--- config.mk ---
export PLATFORM = sky130hd
export DESIGN_NAME = miss_unit
export DESIGN_NICKNAME = d
export VERILOG_FILES = /design/src/logic/mshr_pkg.sv /design/src/logic/mshr_sram_wmask.sv /design/src/logic/mshr.sv /design/src/logic/miss_ctrl.sv /design/src/logic/miss_unit.sv
export SDC_FILE = /design/constraint.sdc
export NUM_CORES = 1
export LEC_CHECK = 0
export BUFFER_PORTS_ARGS = -buffer_cell sky130_fd_sc_hd__buf_2
export CORE_MARGIN = 3
export CORE_UTILIZATION = 55
export CTS_CLUSTER_DIAMETER = 60
export CTS_CLUSTER_SIZE = 30
export DETAILED_ROUTE_END_ITERATION = 10
export PLACE_DENSITY_LB_ADDON = 0.05
export RECOVER_POWER = 50
export SETUP_SLACK_MARGIN = 0.02
export SLEW_MARGIN = 20
export SYNTH_ARGS = -nofsm -noshare
export SYNTH_HDL_FRONTEND = slang
export SYNTH_SLANG_ARGS = --single-unit
--- constraint.sdc ---
create_clock -name clk_i -period 3.84 [get_ports clk_i]
set_input_delay 0.576 -clock clk_i [delete_from_list [all_inputs] [get_ports clk_i]]
set_output_delay 0.576 -clock clk_i [all_outputs]
set_load 0.01 [all_outputs]
--- src/logic/mshr_pkg.sv ---
// Shared widths, MSHR geometry and vector types; imported by the miss unit RTL and its testbench
package mshr_pkg;

    // Cache line addressing
    localparam int CACHE_SET_W = 6;
    localparam int TAG_W       = 14;
    localparam int NLINE_W     = 20;

    // MSHR geometry, set taken from the low line bits
    localparam int MSHR_SETS   = 4;
    localparam int MSHR_SET_W  = 2;
    localparam int MSHR_WAYS   = 2;
    localparam int MSHR_WAY_W  = 1;
    localparam int MSHR_ID_W   = MSHR_WAY_W + MSHR_SET_W;

    // Request fields
    localparam int REQ_ID_W    = 4;
    localparam int WORD_W      = 3;

    // Tag, request id, word index and need-response flag
    localparam int MSHR_ENTRY_W = 22;

    typedef logic [NLINE_W-1:0]     nline_t;
    typedef logic [CACHE_SET_W-1:0] cache_set_t;
    typedef logic [TAG_W-1:0]       tag_t;
    typedef logic [REQ_ID_W-1:0]    req_id_t;
    typedef logic [WORD_W-1:0]      word_idx_t;
    typedef logic [MSHR_SET_W-1:0]  mshr_set_t;
    typedef logic [MSHR_WAY_W-1:0]  mshr_way_t;

    // Way in the high bit, MSHR set below
    typedef logic [MSHR_ID_W-1:0]   mshr_id_t;

    // Packed payload with the tag on top and need-response in bit 0
    typedef logic [MSHR_ENTRY_W-1:0] mshr_entry_t;

endpackage

--- src/logic/mshr_sram_wmask.sv ---
// Single-port synchronous RAM with a per-bit write mask; holds the MSHR entry payloads
`timescale 1ns/100ps

module mshr_sram_wmask #(
    parameter int DATA_W = 44,
    parameter int DEPTH  = 4
) (
    input  logic                     clk_i,
    input  logic                     cs_i,
    input  logic                     we_i,
    input  logic [$clog2(DEPTH)-1:0] addr_i,
    input  logic [DATA_W-1:0]        wmask_i,
    input  logic [DATA_W-1:0]        wdata_i,
    output logic [DATA_W-1:0]        rdata_o
);

    logic [DATA_W-1:0] mem_q [DEPTH];

    // Masked write, unmasked bits keep their old value
    always_ff @(posedge clk_i) begin
        if (cs_i && we_i) begin
            mem_q[addr_i] <= (mem_q[addr_i] & ~wmask_i) | (wdata_i & wmask_i);
        end
    end

    // Read port output register
    // Held across writes and idle cycles like a macro's output latch
    always_ff @(posedge clk_i) begin
        if (cs_i && !we_i) begin
            rdata_o <= mem_q[addr_i];
        end
    end

endmodule

--- src/logic/mshr.sv ---
// MSHR file with set-associative entries; two-stage hit check, allocation and acknowledge readback
`timescale 1ns/100ps

module mshr
    import mshr_pkg::*;
(
    input  logic      clk_i,
    input  logic      rst_ni,

    output logic      empty_o,
    output logic      full_o,

    // Check
    input  logic      check_i,
    input  nline_t    check_nline_i,
    output logic      hit_o,

    // Allocation
    input  logic      alloc_i,
    input  nline_t    alloc_nline_i,
    input  req_id_t   alloc_req_id_i,
    input  word_idx_t alloc_word_i,
    input  logic      alloc_need_rsp_i,
    output logic      alloc_full_o,
    output mshr_way_t alloc_way_o,

    // Acknowledge
    input  logic      ack_i,
    input  mshr_id_t  ack_id_i,
    output req_id_t   ack_req_id_o,
    output word_idx_t ack_word_o,
    output logic      ack_need_rsp_o,
    output nline_t    ack_nline_o
);

    logic [MSHR_SETS*MSHR_WAYS-1:0] valid_q;
    cache_set_t                     cache_set_q [MSHR_SETS*MSHR_WAYS];

    cache_set_t check_cache_set_q;
    mshr_id_t   ack_id_q;

    mshr_set_t  check_set_st0;
    mshr_set_t  check_set_st1;
    mshr_set_t  alloc_set;
    mshr_set_t  ack_set;
    mshr_id_t   alloc_slot;
    mshr_way_t  ack_way;
    tag_t       check_tag;
    mshr_entry_t alloc_entry;

    logic                                   ram_cs;
    logic                                   ram_we;
    mshr_set_t                              ram_addr;
    logic [MSHR_WAYS-1:0][MSHR_ENTRY_W-1:0] ram_wmask;
    mshr_entry_t [MSHR_WAYS-1:0]            ram_wdata;
    mshr_entry_t [MSHR_WAYS-1:0]            ram_rdata;

    assign check_set_st0 = check_nline_i[MSHR_SET_W-1:0];
    assign check_set_st1 = check_cache_set_q[MSHR_SET_W-1:0];
    assign check_tag     = check_nline_i[NLINE_W-1 -: TAG_W];
    assign alloc_set     = alloc_nline_i[MSHR_SET_W-1:0];
    assign alloc_slot    = {alloc_way_o, alloc_set};
    assign ack_set       = ack_id_i[MSHR_SET_W-1:0];
    assign ack_way       = ack_id_q[MSHR_SET_W +: MSHR_WAY_W];

    assign empty_o = ~|valid_q;
    assign full_o  = &valid_q;

    // Lowest free way wins, so scan downwards
    always_comb begin
        alloc_way_o = '0;
        for (int w = MSHR_WAYS - 1; w >= 0; w--) begin
            if (!valid_q[w*MSHR_SETS + alloc_set]) begin
                alloc_way_o = mshr_way_t'(w);
            end
        end
    end

    // Second check stage with the RAM tags now valid
    always_comb begin
        hit_o        = 1'b0;
        alloc_full_o = 1'b1;
        for (int w = 0; w < MSHR_WAYS; w++) begin
            if (!valid_q[w*MSHR_SETS + check_set_st1]) begin
                alloc_full_o = 1'b0;
            end else if (cache_set_q[w*MSHR_SETS + check_set_st1] == check_cache_set_q &&
                         ram_rdata[w][MSHR_ENTRY_W-1 -: TAG_W] == check_tag) begin
                hit_o = 1'b1;
            end
        end
    end

    // Payload goes to every slice and the mask picks the way
    assign alloc_entry = {alloc_nline_i[NLINE_W-1 -: TAG_W], alloc_req_id_i,
                          alloc_word_i, alloc_need_rsp_i};
    assign ram_wdata   = {MSHR_WAYS{alloc_entry}};

    always_comb begin
        for (int w = 0; w < MSHR_WAYS; w++) begin
            ram_wmask[w] = {MSHR_ENTRY_W{alloc_way_o == mshr_way_t'(w)}};
        end
    end

    assign ram_cs   = check_i | alloc_i | ack_i;
    assign ram_we   = alloc_i;
    assign ram_addr = ack_i ? ack_set : (alloc_i ? alloc_set : check_set_st0);

    mshr_sram_wmask #(
        .DATA_W (MSHR_WAYS * MSHR_ENTRY_W),
        .DEPTH  (MSHR_SETS)
    ) sram_i (
        .clk_i   (clk_i),
        .cs_i    (ram_cs),
        .we_i    (ram_we),
        .addr_i  (ram_addr),
        .wmask_i (ram_wmask),
        .wdata_i (ram_wdata),
        .rdata_o (ram_rdata)
    );

    // Readback of the acknowledged way one cycle after the ack
    assign ack_req_id_o   = ram_rdata[ack_way][1 + WORD_W +: REQ_ID_W];
    assign ack_word_o     = ram_rdata[ack_way][1 +: WORD_W];
    assign ack_need_rsp_o = ram_rdata[ack_way][0];
    assign ack_nline_o    = {ram_rdata[ack_way][MSHR_ENTRY_W-1 -: TAG_W], cache_set_q[ack_id_q]};

    always_ff @(posedge clk_i or negedge rst_ni) begin
        if (!rst_ni) begin
            valid_q           <= '0;
            check_cache_set_q <= '0;
            ack_id_q          <= '0;
        end else begin
            if (alloc_i) begin
                valid_q[alloc_slot] <= 1'b1;
            end
            if (ack_i) begin
                valid_q[ack_id_i] <= 1'b0;
                ack_id_q          <= ack_id_i;
            end
            if (check_i) begin
                check_cache_set_q <= check_nline_i[CACHE_SET_W-1:0];
            end
        end
    end

    // Cache set of each entry lives beside the RAM
    always_ff @(posedge clk_i) begin
        if (alloc_i) begin
            cache_set_q[alloc_slot] <= alloc_nline_i[CACHE_SET_W-1:0];
        end
    end

endmodule

--- src/logic/miss_ctrl.sv ---
// Miss controller FSM; sequences MSHR check, allocate and acknowledge and registers the results
`timescale 1ns/100ps

module miss_ctrl
    import mshr_pkg::*;
(
    input  logic      clk_i,
    input  logic      rst_ni,

    // Miss and refill strobes
    input  logic      miss_i,
    input  nline_t    miss_nline_i,
    input  req_id_t   miss_req_id_i,
    input  word_idx_t miss_word_i,
    input  logic      miss_need_rsp_i,
    input  logic      refill_i,
    input  mshr_id_t  refill_id_i,
    output logic      busy_o,

    // Outcome pulses
    output logic      miss_merged_o,
    output logic      miss_full_o,
    output logic      refill_req_o,
    output nline_t    refill_nline_o,
    output mshr_id_t  refill_id_o,

    // Core response
    output logic      rsp_valid_o,
    output req_id_t   rsp_req_id_o,
    output word_idx_t rsp_word_o,
    output nline_t    rsp_nline_o,

    // MSHR side
    output logic      check_o,
    output nline_t    check_nline_o,
    input  logic      hit_i,
    output logic      alloc_o,
    output nline_t    alloc_nline_o,
    output req_id_t   alloc_req_id_o,
    output word_idx_t alloc_word_o,
    output logic      alloc_need_rsp_o,
    input  logic      alloc_full_i,
    input  mshr_way_t alloc_way_i,
    output logic      ack_o,
    output mshr_id_t  ack_id_o,
    input  req_id_t   ack_req_id_i,
    input  word_idx_t ack_word_i,
    input  logic      ack_need_rsp_i,
    input  nline_t    ack_nline_i
);

    typedef enum logic [1:0] {
        MISS_IDLE,
        MISS_DECIDE,
        MISS_RESPOND
    } miss_state_e;

    miss_state_e state_q;
    miss_state_e state_d;

    nline_t    line_q;
    req_id_t   req_id_q;
    word_idx_t word_q;
    logic      need_rsp_q;

    logic idle;
    logic decide;
    logic respond;

    assign idle    = (state_q == MISS_IDLE);
    assign decide  = (state_q == MISS_DECIDE);
    assign respond = (state_q == MISS_RESPOND);
    assign busy_o  = !idle;

    // Refill has priority over a miss in the same cycle
    assign ack_o    = idle && refill_i;
    assign ack_id_o = refill_id_i;
    assign check_o  = idle && miss_i && !refill_i;

    // First check stage sees the incoming line, the second the latched one
    assign check_nline_o    = decide ? line_q : miss_nline_i;
    assign alloc_nline_o    = line_q;
    assign alloc_req_id_o   = req_id_q;
    assign alloc_word_o     = word_q;
    assign alloc_need_rsp_o = need_rsp_q;
    assign alloc_o          = decide && !hit_i && !alloc_full_i;

    always_comb begin
        state_d = state_q;
        case (state_q)
            MISS_IDLE: begin
                if (ack_o) begin
                    state_d = MISS_RESPOND;
                end else if (check_o) begin
                    state_d = MISS_DECIDE;
                end
            end
            MISS_DECIDE:  state_d = MISS_IDLE;
            MISS_RESPOND: state_d = MISS_IDLE;
            default:      state_d = MISS_IDLE;
        endcase
    end

    always_ff @(posedge clk_i or negedge rst_ni) begin
        if (!rst_ni) begin
            state_q       <= MISS_IDLE;
            miss_merged_o <= 1'b0;
            miss_full_o   <= 1'b0;
            refill_req_o  <= 1'b0;
            rsp_valid_o   <= 1'b0;
        end else begin
            state_q       <= state_d;
            miss_merged_o <= decide && hit_i;
            miss_full_o   <= decide && !hit_i && alloc_full_i;
            refill_req_o  <= alloc_o;
            rsp_valid_o   <= respond && ack_need_rsp_i;
        end
    end

    // Miss fields and result payloads
    always_ff @(posedge clk_i) begin
        if (check_o) begin
            line_q     <= miss_nline_i;
            req_id_q   <= miss_req_id_i;
            word_q     <= miss_word_i;
            need_rsp_q <= miss_need_rsp_i;
        end
        if (alloc_o) begin
            refill_nline_o <= line_q;
            refill_id_o    <= {alloc_way_i, line_q[MSHR_SET_W-1:0]};
        end
        if (respond) begin
            rsp_req_id_o <= ack_req_id_i;
            rsp_word_o   <= ack_word_i;
            rsp_nline_o  <= ack_nline_i;
        end
    end

endmodule

--- src/logic/miss_unit.sv ---
// Miss handling top level; joins the miss controller to the MSHR file
`timescale 1ns/100ps

module miss_unit
    import mshr_pkg::*;
(
    input  logic      clk_i,
    input  logic      rst_ni,
    input  logic      miss_i,
    input  nline_t    miss_nline_i,
    input  req_id_t   miss_req_id_i,
    input  word_idx_t miss_word_i,
    input  logic      miss_need_rsp_i,
    input  logic      refill_i,
    input  mshr_id_t  refill_id_i,
    output logic      busy_o,
    output logic      miss_merged_o,
    output logic      miss_full_o,
    output logic      refill_req_o,
    output nline_t    refill_nline_o,
    output mshr_id_t  refill_id_o,
    output logic      rsp_valid_o,
    output req_id_t   rsp_req_id_o,
    output word_idx_t rsp_word_o,
    output nline_t    rsp_nline_o,
    output logic      mshr_empty_o,
    output logic      mshr_full_o
);

    logic      check;
    nline_t    check_nline;
    logic      hit;
    logic      alloc;
    nline_t    alloc_nline;
    req_id_t   alloc_req_id;
    word_idx_t alloc_word;
    logic      alloc_need_rsp;
    logic      alloc_full;
    mshr_way_t alloc_way;
    logic      ack;
    mshr_id_t  ack_id;
    req_id_t   ack_req_id;
    word_idx_t ack_word;
    logic      ack_need_rsp;
    nline_t    ack_nline;

    miss_ctrl miss_ctrl_i (
        .clk_i            (clk_i),
        .rst_ni           (rst_ni),
        .miss_i           (miss_i),
        .miss_nline_i     (miss_nline_i),
        .miss_req_id_i    (miss_req_id_i),
        .miss_word_i      (miss_word_i),
        .miss_need_rsp_i  (miss_need_rsp_i),
        .refill_i         (refill_i),
        .refill_id_i      (refill_id_i),
        .busy_o           (busy_o),
        .miss_merged_o    (miss_merged_o),
        .miss_full_o      (miss_full_o),
        .refill_req_o     (refill_req_o),
        .refill_nline_o   (refill_nline_o),
        .refill_id_o      (refill_id_o),
        .rsp_valid_o      (rsp_valid_o),
        .rsp_req_id_o     (rsp_req_id_o),
        .rsp_word_o       (rsp_word_o),
        .rsp_nline_o      (rsp_nline_o),
        .check_o          (check),
        .check_nline_o    (check_nline),
        .hit_i            (hit),
        .alloc_o          (alloc),
        .alloc_nline_o    (alloc_nline),
        .alloc_req_id_o   (alloc_req_id),
        .alloc_word_o     (alloc_word),
        .alloc_need_rsp_o (alloc_need_rsp),
        .alloc_full_i     (alloc_full),
        .alloc_way_i      (alloc_way),
        .ack_o            (ack),
        .ack_id_o         (ack_id),
        .ack_req_id_i     (ack_req_id),
        .ack_word_i       (ack_word),
        .ack_need_rsp_i   (ack_need_rsp),
        .ack_nline_i      (ack_nline)
    );

    mshr mshr_i (
        .clk_i            (clk_i),
        .rst_ni           (rst_ni),
        .empty_o          (mshr_empty_o),
        .full_o           (mshr_full_o),
        .check_i          (check),
        .check_nline_i    (check_nline),
        .hit_o            (hit),
        .alloc_i          (alloc),
        .alloc_nline_i    (alloc_nline),
        .alloc_req_id_i   (alloc_req_id),
        .alloc_word_i     (alloc_word),
        .alloc_need_rsp_i (alloc_need_rsp),
        .alloc_full_o     (alloc_full),
        .alloc_way_o      (alloc_way),
        .ack_i            (ack),
        .ack_id_i         (ack_id),
        .ack_req_id_o     (ack_req_id),
        .ack_word_o       (ack_word),
        .ack_need_rsp_o   (ack_need_rsp),
        .ack_nline_o      (ack_nline)
    );

endmodule

* Word level (Yosys, flattened, before mapping)
Memory sizes are Yosys's and may differ from the RTL's. A register that Yosys moved wholly into a read port is not among the register bits.
Cells that the tools add are included.
** Operators by class
- Reductions and logical operators :: 23
- $lt $le $gt $ge :: 9
- Mux-type cells :: 34
- Add/subtract/negate cells :: 2
- Equal/unequal tests :: 7
- Bitwise logic cells :: 10
** Operators by type and width (number)
- 44-bit AND :: 2
- 32-bit by 4-bit < comparator with 1-bit output (second input constant) :: 2
- 22-bit two-way mux :: 2
- 44-bit NOT :: 1
- 44-bit bitwise OR :: 1
- 14-bit equality test :: 2
- 20-bit two-way mux :: 1
- 1-bit two-way mux :: 18
- 8-bit two-way mux :: 2
- 1-bit logical AND :: 14
- 6-bit equality test :: 2
- 2-bit two-way mux :: 5
- 3-bit by 2-bit adder with 4-bit output (first input constant) :: 2
- 8-bit AND :: 1
- 2-bit by 4-bit < comparator with 1-bit output (second input constant) :: 2
- 3-bit by 4-bit < comparator with 1-bit output (second input constant) :: 2
- 8-bit NOT :: 1
- 8-bit bitwise OR :: 1
- 8-bit AND reduction :: 1
- 8-bit OR reduction :: 1
- 1-bit binary-select mux with 3-bit select :: 2
- 1-bit demux with 3-bit select :: 2
- 3-bit by 1-bit >= comparator with 1-bit output (second input constant) :: 2
- 1-bit zero test :: 6
- other kinds (8) :: 10
** Storage, ports and cells
- Register bits :: 145
- Bits in writable memories :: 224
- Memories :: 2
- Output and inout port bits :: 57
** Memory list
- mshr_i.sram_i.mem_q :: depth 4, width 44, read ports 1, clocked after memory_dff 0, write ports 1, RTL line mshr_sram_wmask.sv:17 : logic [DATA_W-1:0] mem_q [DEPTH];
- mshr_i.cache_set_q :: depth 8, width 6, read ports 3, clocked after memory_dff 1, write ports 1, RTL line mshr.sv:37 : cache_set_t cache_set_q [MSHR_SETS*MSHR_WAYS];

* Logic depth before layout (Yosys ltp)
- Depth in word-level cells :: 16
- Gate-level depth with buffers :: 10
- Depth with buffers taken out :: 7

* Hierarchy
From an unflattened synthesis, not the netlist that was laid out.
** Unflattened totals
- Cell total of the unflattened synthesis :: 995
- Area, all modules :: 16353.2 um^2
** By module, submodules not included
- mshr_sram_wmask :: seq. area each 6606.3 um^2, times used 1, cells each 610, area each 9864.5 um^2
- mshr :: seq. area each 1866.8 um^2, times used 1, cells each 261, area each 3599.7 um^2
- miss_ctrl :: seq. area each 2432.3 um^2, times used 1, cells each 124, area each 2889.0 um^2

* Worst setup path before layout
OpenSTA, ideal clock, no wires.
- Path type :: reg-to-reg
- From :: reg mshr_i.check_cache_set_q[0]
- To :: mem mshr_i.sram_i.mem_q[0][0], enable pin
- Required time :: 3.442 ns
- Path buffers :: 2
- Setup slack :: 0.724 ns
- Clock period less this slack :: 3.116 ns
- Arrival time :: 2.717 ns
- Cell stages (with the launch flop) :: 8
- Cell sequence :: dfrtp_1 buf_6 buf_6 mux4_2 and2_1 nor4_1 nand3_2 inv_1
** On the way
- Cells in the longest elaborated chain, start to end :: 15
** Ends and longest elaborated chain
- from (decl) :: RTL line mshr.sv:39 : cache_set_t check_cache_set_q;
- from (signal assigned) :: RTL line mshr.sv:141 : check_cache_set_q <= check_nline_i[CACHE_SET_W-1:0];
- parallel branches: the longest is 9 deep, another holds memory 8 x 6 bit
- 1-bit logical AND * :: RTL line miss_ctrl.sv:86 : assign alloc_o = decide && !hit_i && !alloc_full_i;
- 1-bit bitwise OR (2 in a row) :: RTL line mshr.sv:104 : assign ram_cs = check_i | alloc_i | ack_i;
- 1-bit logical AND :: RTL line mshr_sram_wmask.sv:21 : if (cs_i && we_i) begin
- 1-bit two-way mux :: RTL line mshr_sram_wmask.sv:21
- 1-bit two-way mux (not written as such) :: RTL line mshr_sram_wmask.sv:22 : mem_q[addr_i] <= (mem_q[addr_i] & ~wmask_i) | (wdata_i & wmask_i);
- to (decl) :: RTL line mshr_sram_wmask.sv:17
Every way passes the cells marked *. The select of a mux whose other input is x is not followed.

* Worst setup path after layout
- From :: reg miss_ctrl_i.state_q[0]
- To :: mem mshr_i.sram_i.mem_q[0][35], enable pin
** On the way
- Cells in the longest elaborated chain, start to end :: 16
** Ends and longest elaborated chain
- from (decl) :: RTL line miss_ctrl.sv:58 : miss_state_e state_q;
- from (signal assigned) :: RTL line miss_ctrl.sv:112 : state_q <= state_d;
- 2-bit by 1-bit equality test with 1-bit output :: RTL line miss_ctrl.sv:71 : assign decide = (state_q == MISS_DECIDE);
- 20-bit two-way mux :: RTL line miss_ctrl.sv:81 : assign check_nline_o = decide ? line_q : miss_nline_i;
- 14-bit equality test :: RTL line mshr.sv:87 : ram_rdata[w][MSHR_ENTRY_W-1 -: TAG_W] == check_tag) begin
- 1-bit logical AND :: RTL line mshr.sv:86 : end else if (cache_set_q[w*MSHR_SETS + check_set_st1] == check_cache_set_q &&
- 1-bit two-way mux :: RTL line mshr.sv:86
- 1-bit two-way mux :: RTL line mshr.sv:84 : if (!valid_q[w*MSHR_SETS + check_set_st1]) begin
- 1-bit two-way mux :: RTL line mshr.sv:86
- 1-bit two-way mux :: RTL line mshr.sv:84
- 1-bit zero test :: RTL line miss_ctrl.sv:86
- 1-bit logical AND (2 in a row) :: RTL line miss_ctrl.sv:86
- 1-bit bitwise OR (2 in a row) :: RTL line mshr.sv:104
- 1-bit logical AND :: RTL line mshr_sram_wmask.sv:21
- 1-bit two-way mux :: RTL line mshr_sram_wmask.sv:21
- 1-bit two-way mux (not written as such) :: RTL line mshr_sram_wmask.sv:22
Several ways; a longest one is shown, not always the timed one.

==> impl_metrics.env <==
export IMPL_drive_above_1_share=0.228
export IMPL_rsz0062_at_grt="false"
export IMPL_worst_ep_required_time_ns=4.05
export IMPL_diodes=0
export IMPL_cts_sinks=367
export IMPL_cap_violations=2
export IMPL_cp_slowest_stage_delay_ns=0.66
export IMPL_vias=7748
export IMPL_cpMaxStageDelayCell="nor2b_2"
export IMPL_avgSynthCellArea_um2=18.8
export IMPL_p_leak_uw=0.00555
export IMPL_grt_busiest_layer="met2"
export IMPL_yosysTopAreaCell="edfxtp_1"
export IMPL_ys_seq_elements=367
export IMPL_dieHeight_um=171
export IMPL_cts_setup_buffers=0
export IMPL_clockBufferDepth=3
export IMPL_grt_pass1_wl_um=49200
export IMPL_synth_cell_types=59
export IMPL_place_ws_ns=0.179
export IMPL_violations="max-capacitance violations, max-slew violations"
export IMPL_dieArea_um2=29400
export IMPL_cts_buffers=28
export IMPL_hpwl_um=21400
export IMPL_viasPerCell=6.14
export IMPL_finalClockSkew_ns=0.0228
export IMPL_grt_overflow=0
export IMPL_detail_route_wl_per_cell_um=25.6
export IMPL_crit_path_end_kind="flip-flop"
export IMPL_crit_chain="nor2b_2, o2111ai_1, o211ai_1, o221ai_1, or4_1, nand3_1, clkinv_1, buf_4"
export IMPL_clockRootBuffer="clkbuf_16"
export IMPL_cp_start_kind="flip-flop"
export IMPL_final_area_um2=16800
export IMPL_syn_instance_count=799
export IMPL_report_final_slew_viol_count=64
export IMPL_grt_max_degree=48
export IMPL_instances_no_fill=1262
export IMPL_power_density_nw_per_um2=566
export IMPL_io_pins=92
export IMPL_met1_usage=0.327
export IMPL_clock_latency_ns=0.56
export IMPL_synthTopCellsByArea="edfxtp_1 69%, mux4_2 9.6%, mux2_2 4.9%"
export IMPL_fin_nets=940
export IMPL_port_buffers=91
export IMPL_track_usage=0.224
export IMPL_gp_congestion=0.886
export IMPL_yosysWarnings=0
export IMPL_drc=0
export IMPL_drtIter0Drc=787
export IMPL_htreeDepth=1
export IMPL_rows=59
export IMPL_outcome="finished with violations"
export IMPL_ir_worst_vdd_uv=344
export IMPL_setup_violations=0
export IMPL_syn_nets=834
export IMPL_synth_edf_count=344
export IMPL_cts_tree="yes"
export IMPL_area_growth_pct=11.7
export IMPL_final_hold_viol_count=0
export IMPL_start_util=0.569
export IMPL_fmax_mhz=284
export IMPL_path_max_fanout=44
export IMPL_fin_ws_ns=0.317
export IMPL_met3_usage=0.0347
export IMPL_fp_dieW_um=171
export IMPL_worstSetupPathType="flip-flop to flip-flop"
export IMPL_post_place_cells=1209
export IMPL_arrival_ns=3.73
export IMPL_grt_antenna_before_repair=0
export IMPL_drt_pass1_iter_count=5
export IMPL_mappedNetlistArea_um2=15000
export IMPL_hp_class="input port to flip-flop"
export IMPL_fin_crit_ns=3.52
export IMPL_grt_pass1_vias=8085
export IMPL_coreArea_um2=26400
export IMPL_slew_headroom=-0.209
export IMPL_gr_usage_met2=0.359
export IMPL_yosysSeqAreaShare=0.725
export IMPL_ys_flop_type="edfxtp_1"
export IMPL_drt_wl_total_um=32300
export IMPL_period_share=0.917
export IMPL_synthArstFlopShare=0.0627
export IMPL_placed_cell_area_um2=15900
export IMPL_setup_tns_final_ns=0
export IMPL_synth_top_area_frac=0.687
export IMPL_clk_pin_slew_ns=0.10
export IMPL_worstMarginPinSlew_ns=1.81
export IMPL_ant_nets=0
export IMPL_total_power_uw=9500
[where the power goes]
part	leakage [uW]	switching (uW)	internal (uW)	total, uW
combinational	0.00162	743	599	1340
sequential	0.00343	226	4780	5000
clock	0.000502	1580	1580	3160
total	0.00555	2550	6960	9500
[timing repair]
item                                    in CTS  in global routing
endpoints found under the setup margin       0                 21
hold endpoints to repair                     0                  0
gates resized for setup                      0                  1
hold buffers                                 0                  0
[cell usage after synthesis (all sizes together), types with 3 or more instances]
| master | instances |
|---|---|
| a2111oi | 7 |
| a21oi | 8 |
| a31oi | 6 |
| and2 | 3 |
| and3 | 3 |
| buf | 21 |
| clkbuf | 14 |
| dfrtp | 23 |
| edfxtp | 344 |
| inv | 30 |
| mux2 | 66 |
| mux2i | 13 |
| mux4 | 64 |
| nand2 | 34 |
| nand2b | 9 |
| nand3 | 9 |
| nand4 | 5 |
| nor2 | 28 |
| nor2b | 3 |
| nor3 | 11 |
| nor3b | 4 |
| o2111ai | 4 |
| o21ai | 15 |
| o22ai | 5 |
| o31ai | 3 |
| or2 | 4 |
| xnor2 | 9 |
| xor2 | 30 |
[flip-flops by register name, summed over array words and instances (netlist names)]
register	count
mshr_i.sram_i.mem_q	176
mshr_i.cache_set_q	48
mshr_i.sram_i.rdata_o	44
miss_ctrl_i.alloc_nline_o	20
miss_ctrl_i.rsp_nline_o	20
miss_ctrl_i.refill_nline_o	18
mshr_i.valid_q	8
mshr_i.check_cache_set_q	6
miss_ctrl_i.alloc_req_id_o	4
miss_ctrl_i.rsp_req_id_o	4
miss_ctrl_i.alloc_word_o	3
miss_ctrl_i.refill_id_o	3
miss_ctrl_i.rsp_word_o	3
mshr_i.ack_id_q	3
miss_ctrl_i.state_q	2
miss_ctrl_i.alloc_need_rsp_o	1
miss_ctrl_i.miss_full_o	1
miss_ctrl_i.miss_merged_o	1
miss_ctrl_i.refill_req_o	1
miss_ctrl_i.rsp_valid_o	1
[kinds of logic after synthesis]
family,Yosys count,share of synthesized area
flip-flops,367,0.725
multiplexers,143,0.154
AND/OR/NAND/NOR,119,0.0410
AO/OA/AOI/OAI,66,0.0341
buffers and inverters,65,0.0229
XOR/XNOR,39,0.0227
[cell usage in the layout, fill, tap and decap left out, drive strengths merged, types with 7 or more instances in the layout]
master	netlist	final
a2111oi	7	7
a21oi	8	8
buf	21	26
clkbuf	14	117
clkinv	0	13
dfrtp	23	23
edfxtp	344	344
inv	30	36
mux2	66	66
mux2i	13	13
mux4	64	64
nand2	34	34
nand2b	9	9
nand3	9	9
nor2	28	28
nor3	11	11
o21ai	15	15
xnor2	9	9
xor2	30	30
[stage by stage]
stage	hold slack, ns	utilization
after floorplan	0.280	-
after global placement	0.503	0.602
after detailed placement	0.523	0.602
after CTS	0.00766	0.641
after global routing	0.149	0.636
final	0.185	0.636
[layout make-up]
cell class	instances	area, um^2
multi-input combinational	367	3780
sequential	367	10900
fill	1921	9630
clock inverter	20	304
tap	335	419
inverter	30	113
clock buffer	32	737
timing repair buffer	111	536
[path summary, 6_finish.rpt]
| check | depth (start not counted) | slack, ns | to | start |
|---|---|---|---|---|
| worst min register to register | 2 | 0.54 | miss_ctrl_i.rsp_valid_o | mshr_i.sram_i.rdata_o[0] |
| worst max register to register | 8 | 0.32 | mshr_i.sram_i.mem_q[0][35] | miss_ctrl_i.state_q[0] |
| worst max-delay path | 8 | 0.32 | mshr_i.sram_i.mem_q[0][35] | miss_ctrl_i.state_q[0] |
| min in group asynchronous | 1 | 0.33 | miss_ctrl_i.rsp_valid_o | rst_ni |
| max in group asynchronous | 1 | 2.67 | miss_ctrl_i.miss_full_o | rst_ni |
| worst min-delay path | 1 | 0.19 | miss_ctrl_i.alloc_req_id_o[1] | miss_req_id_i[1] |
[per-layer routing]
metal	wire length, um	part of all wire
met4	964	0.030
met1	13800	0.43
met3	1870	0.058
met2	15700	0.49
met5	0	0
[worst max-delay path, delay by kind of cell (launching register included)]
kind            cells  cell delay, ns
simple gates        3            1.56
compound gates      3            0.72
buf+inv             2            0.42
flops               1            0.41
Power figures use the tool's default switching activity.
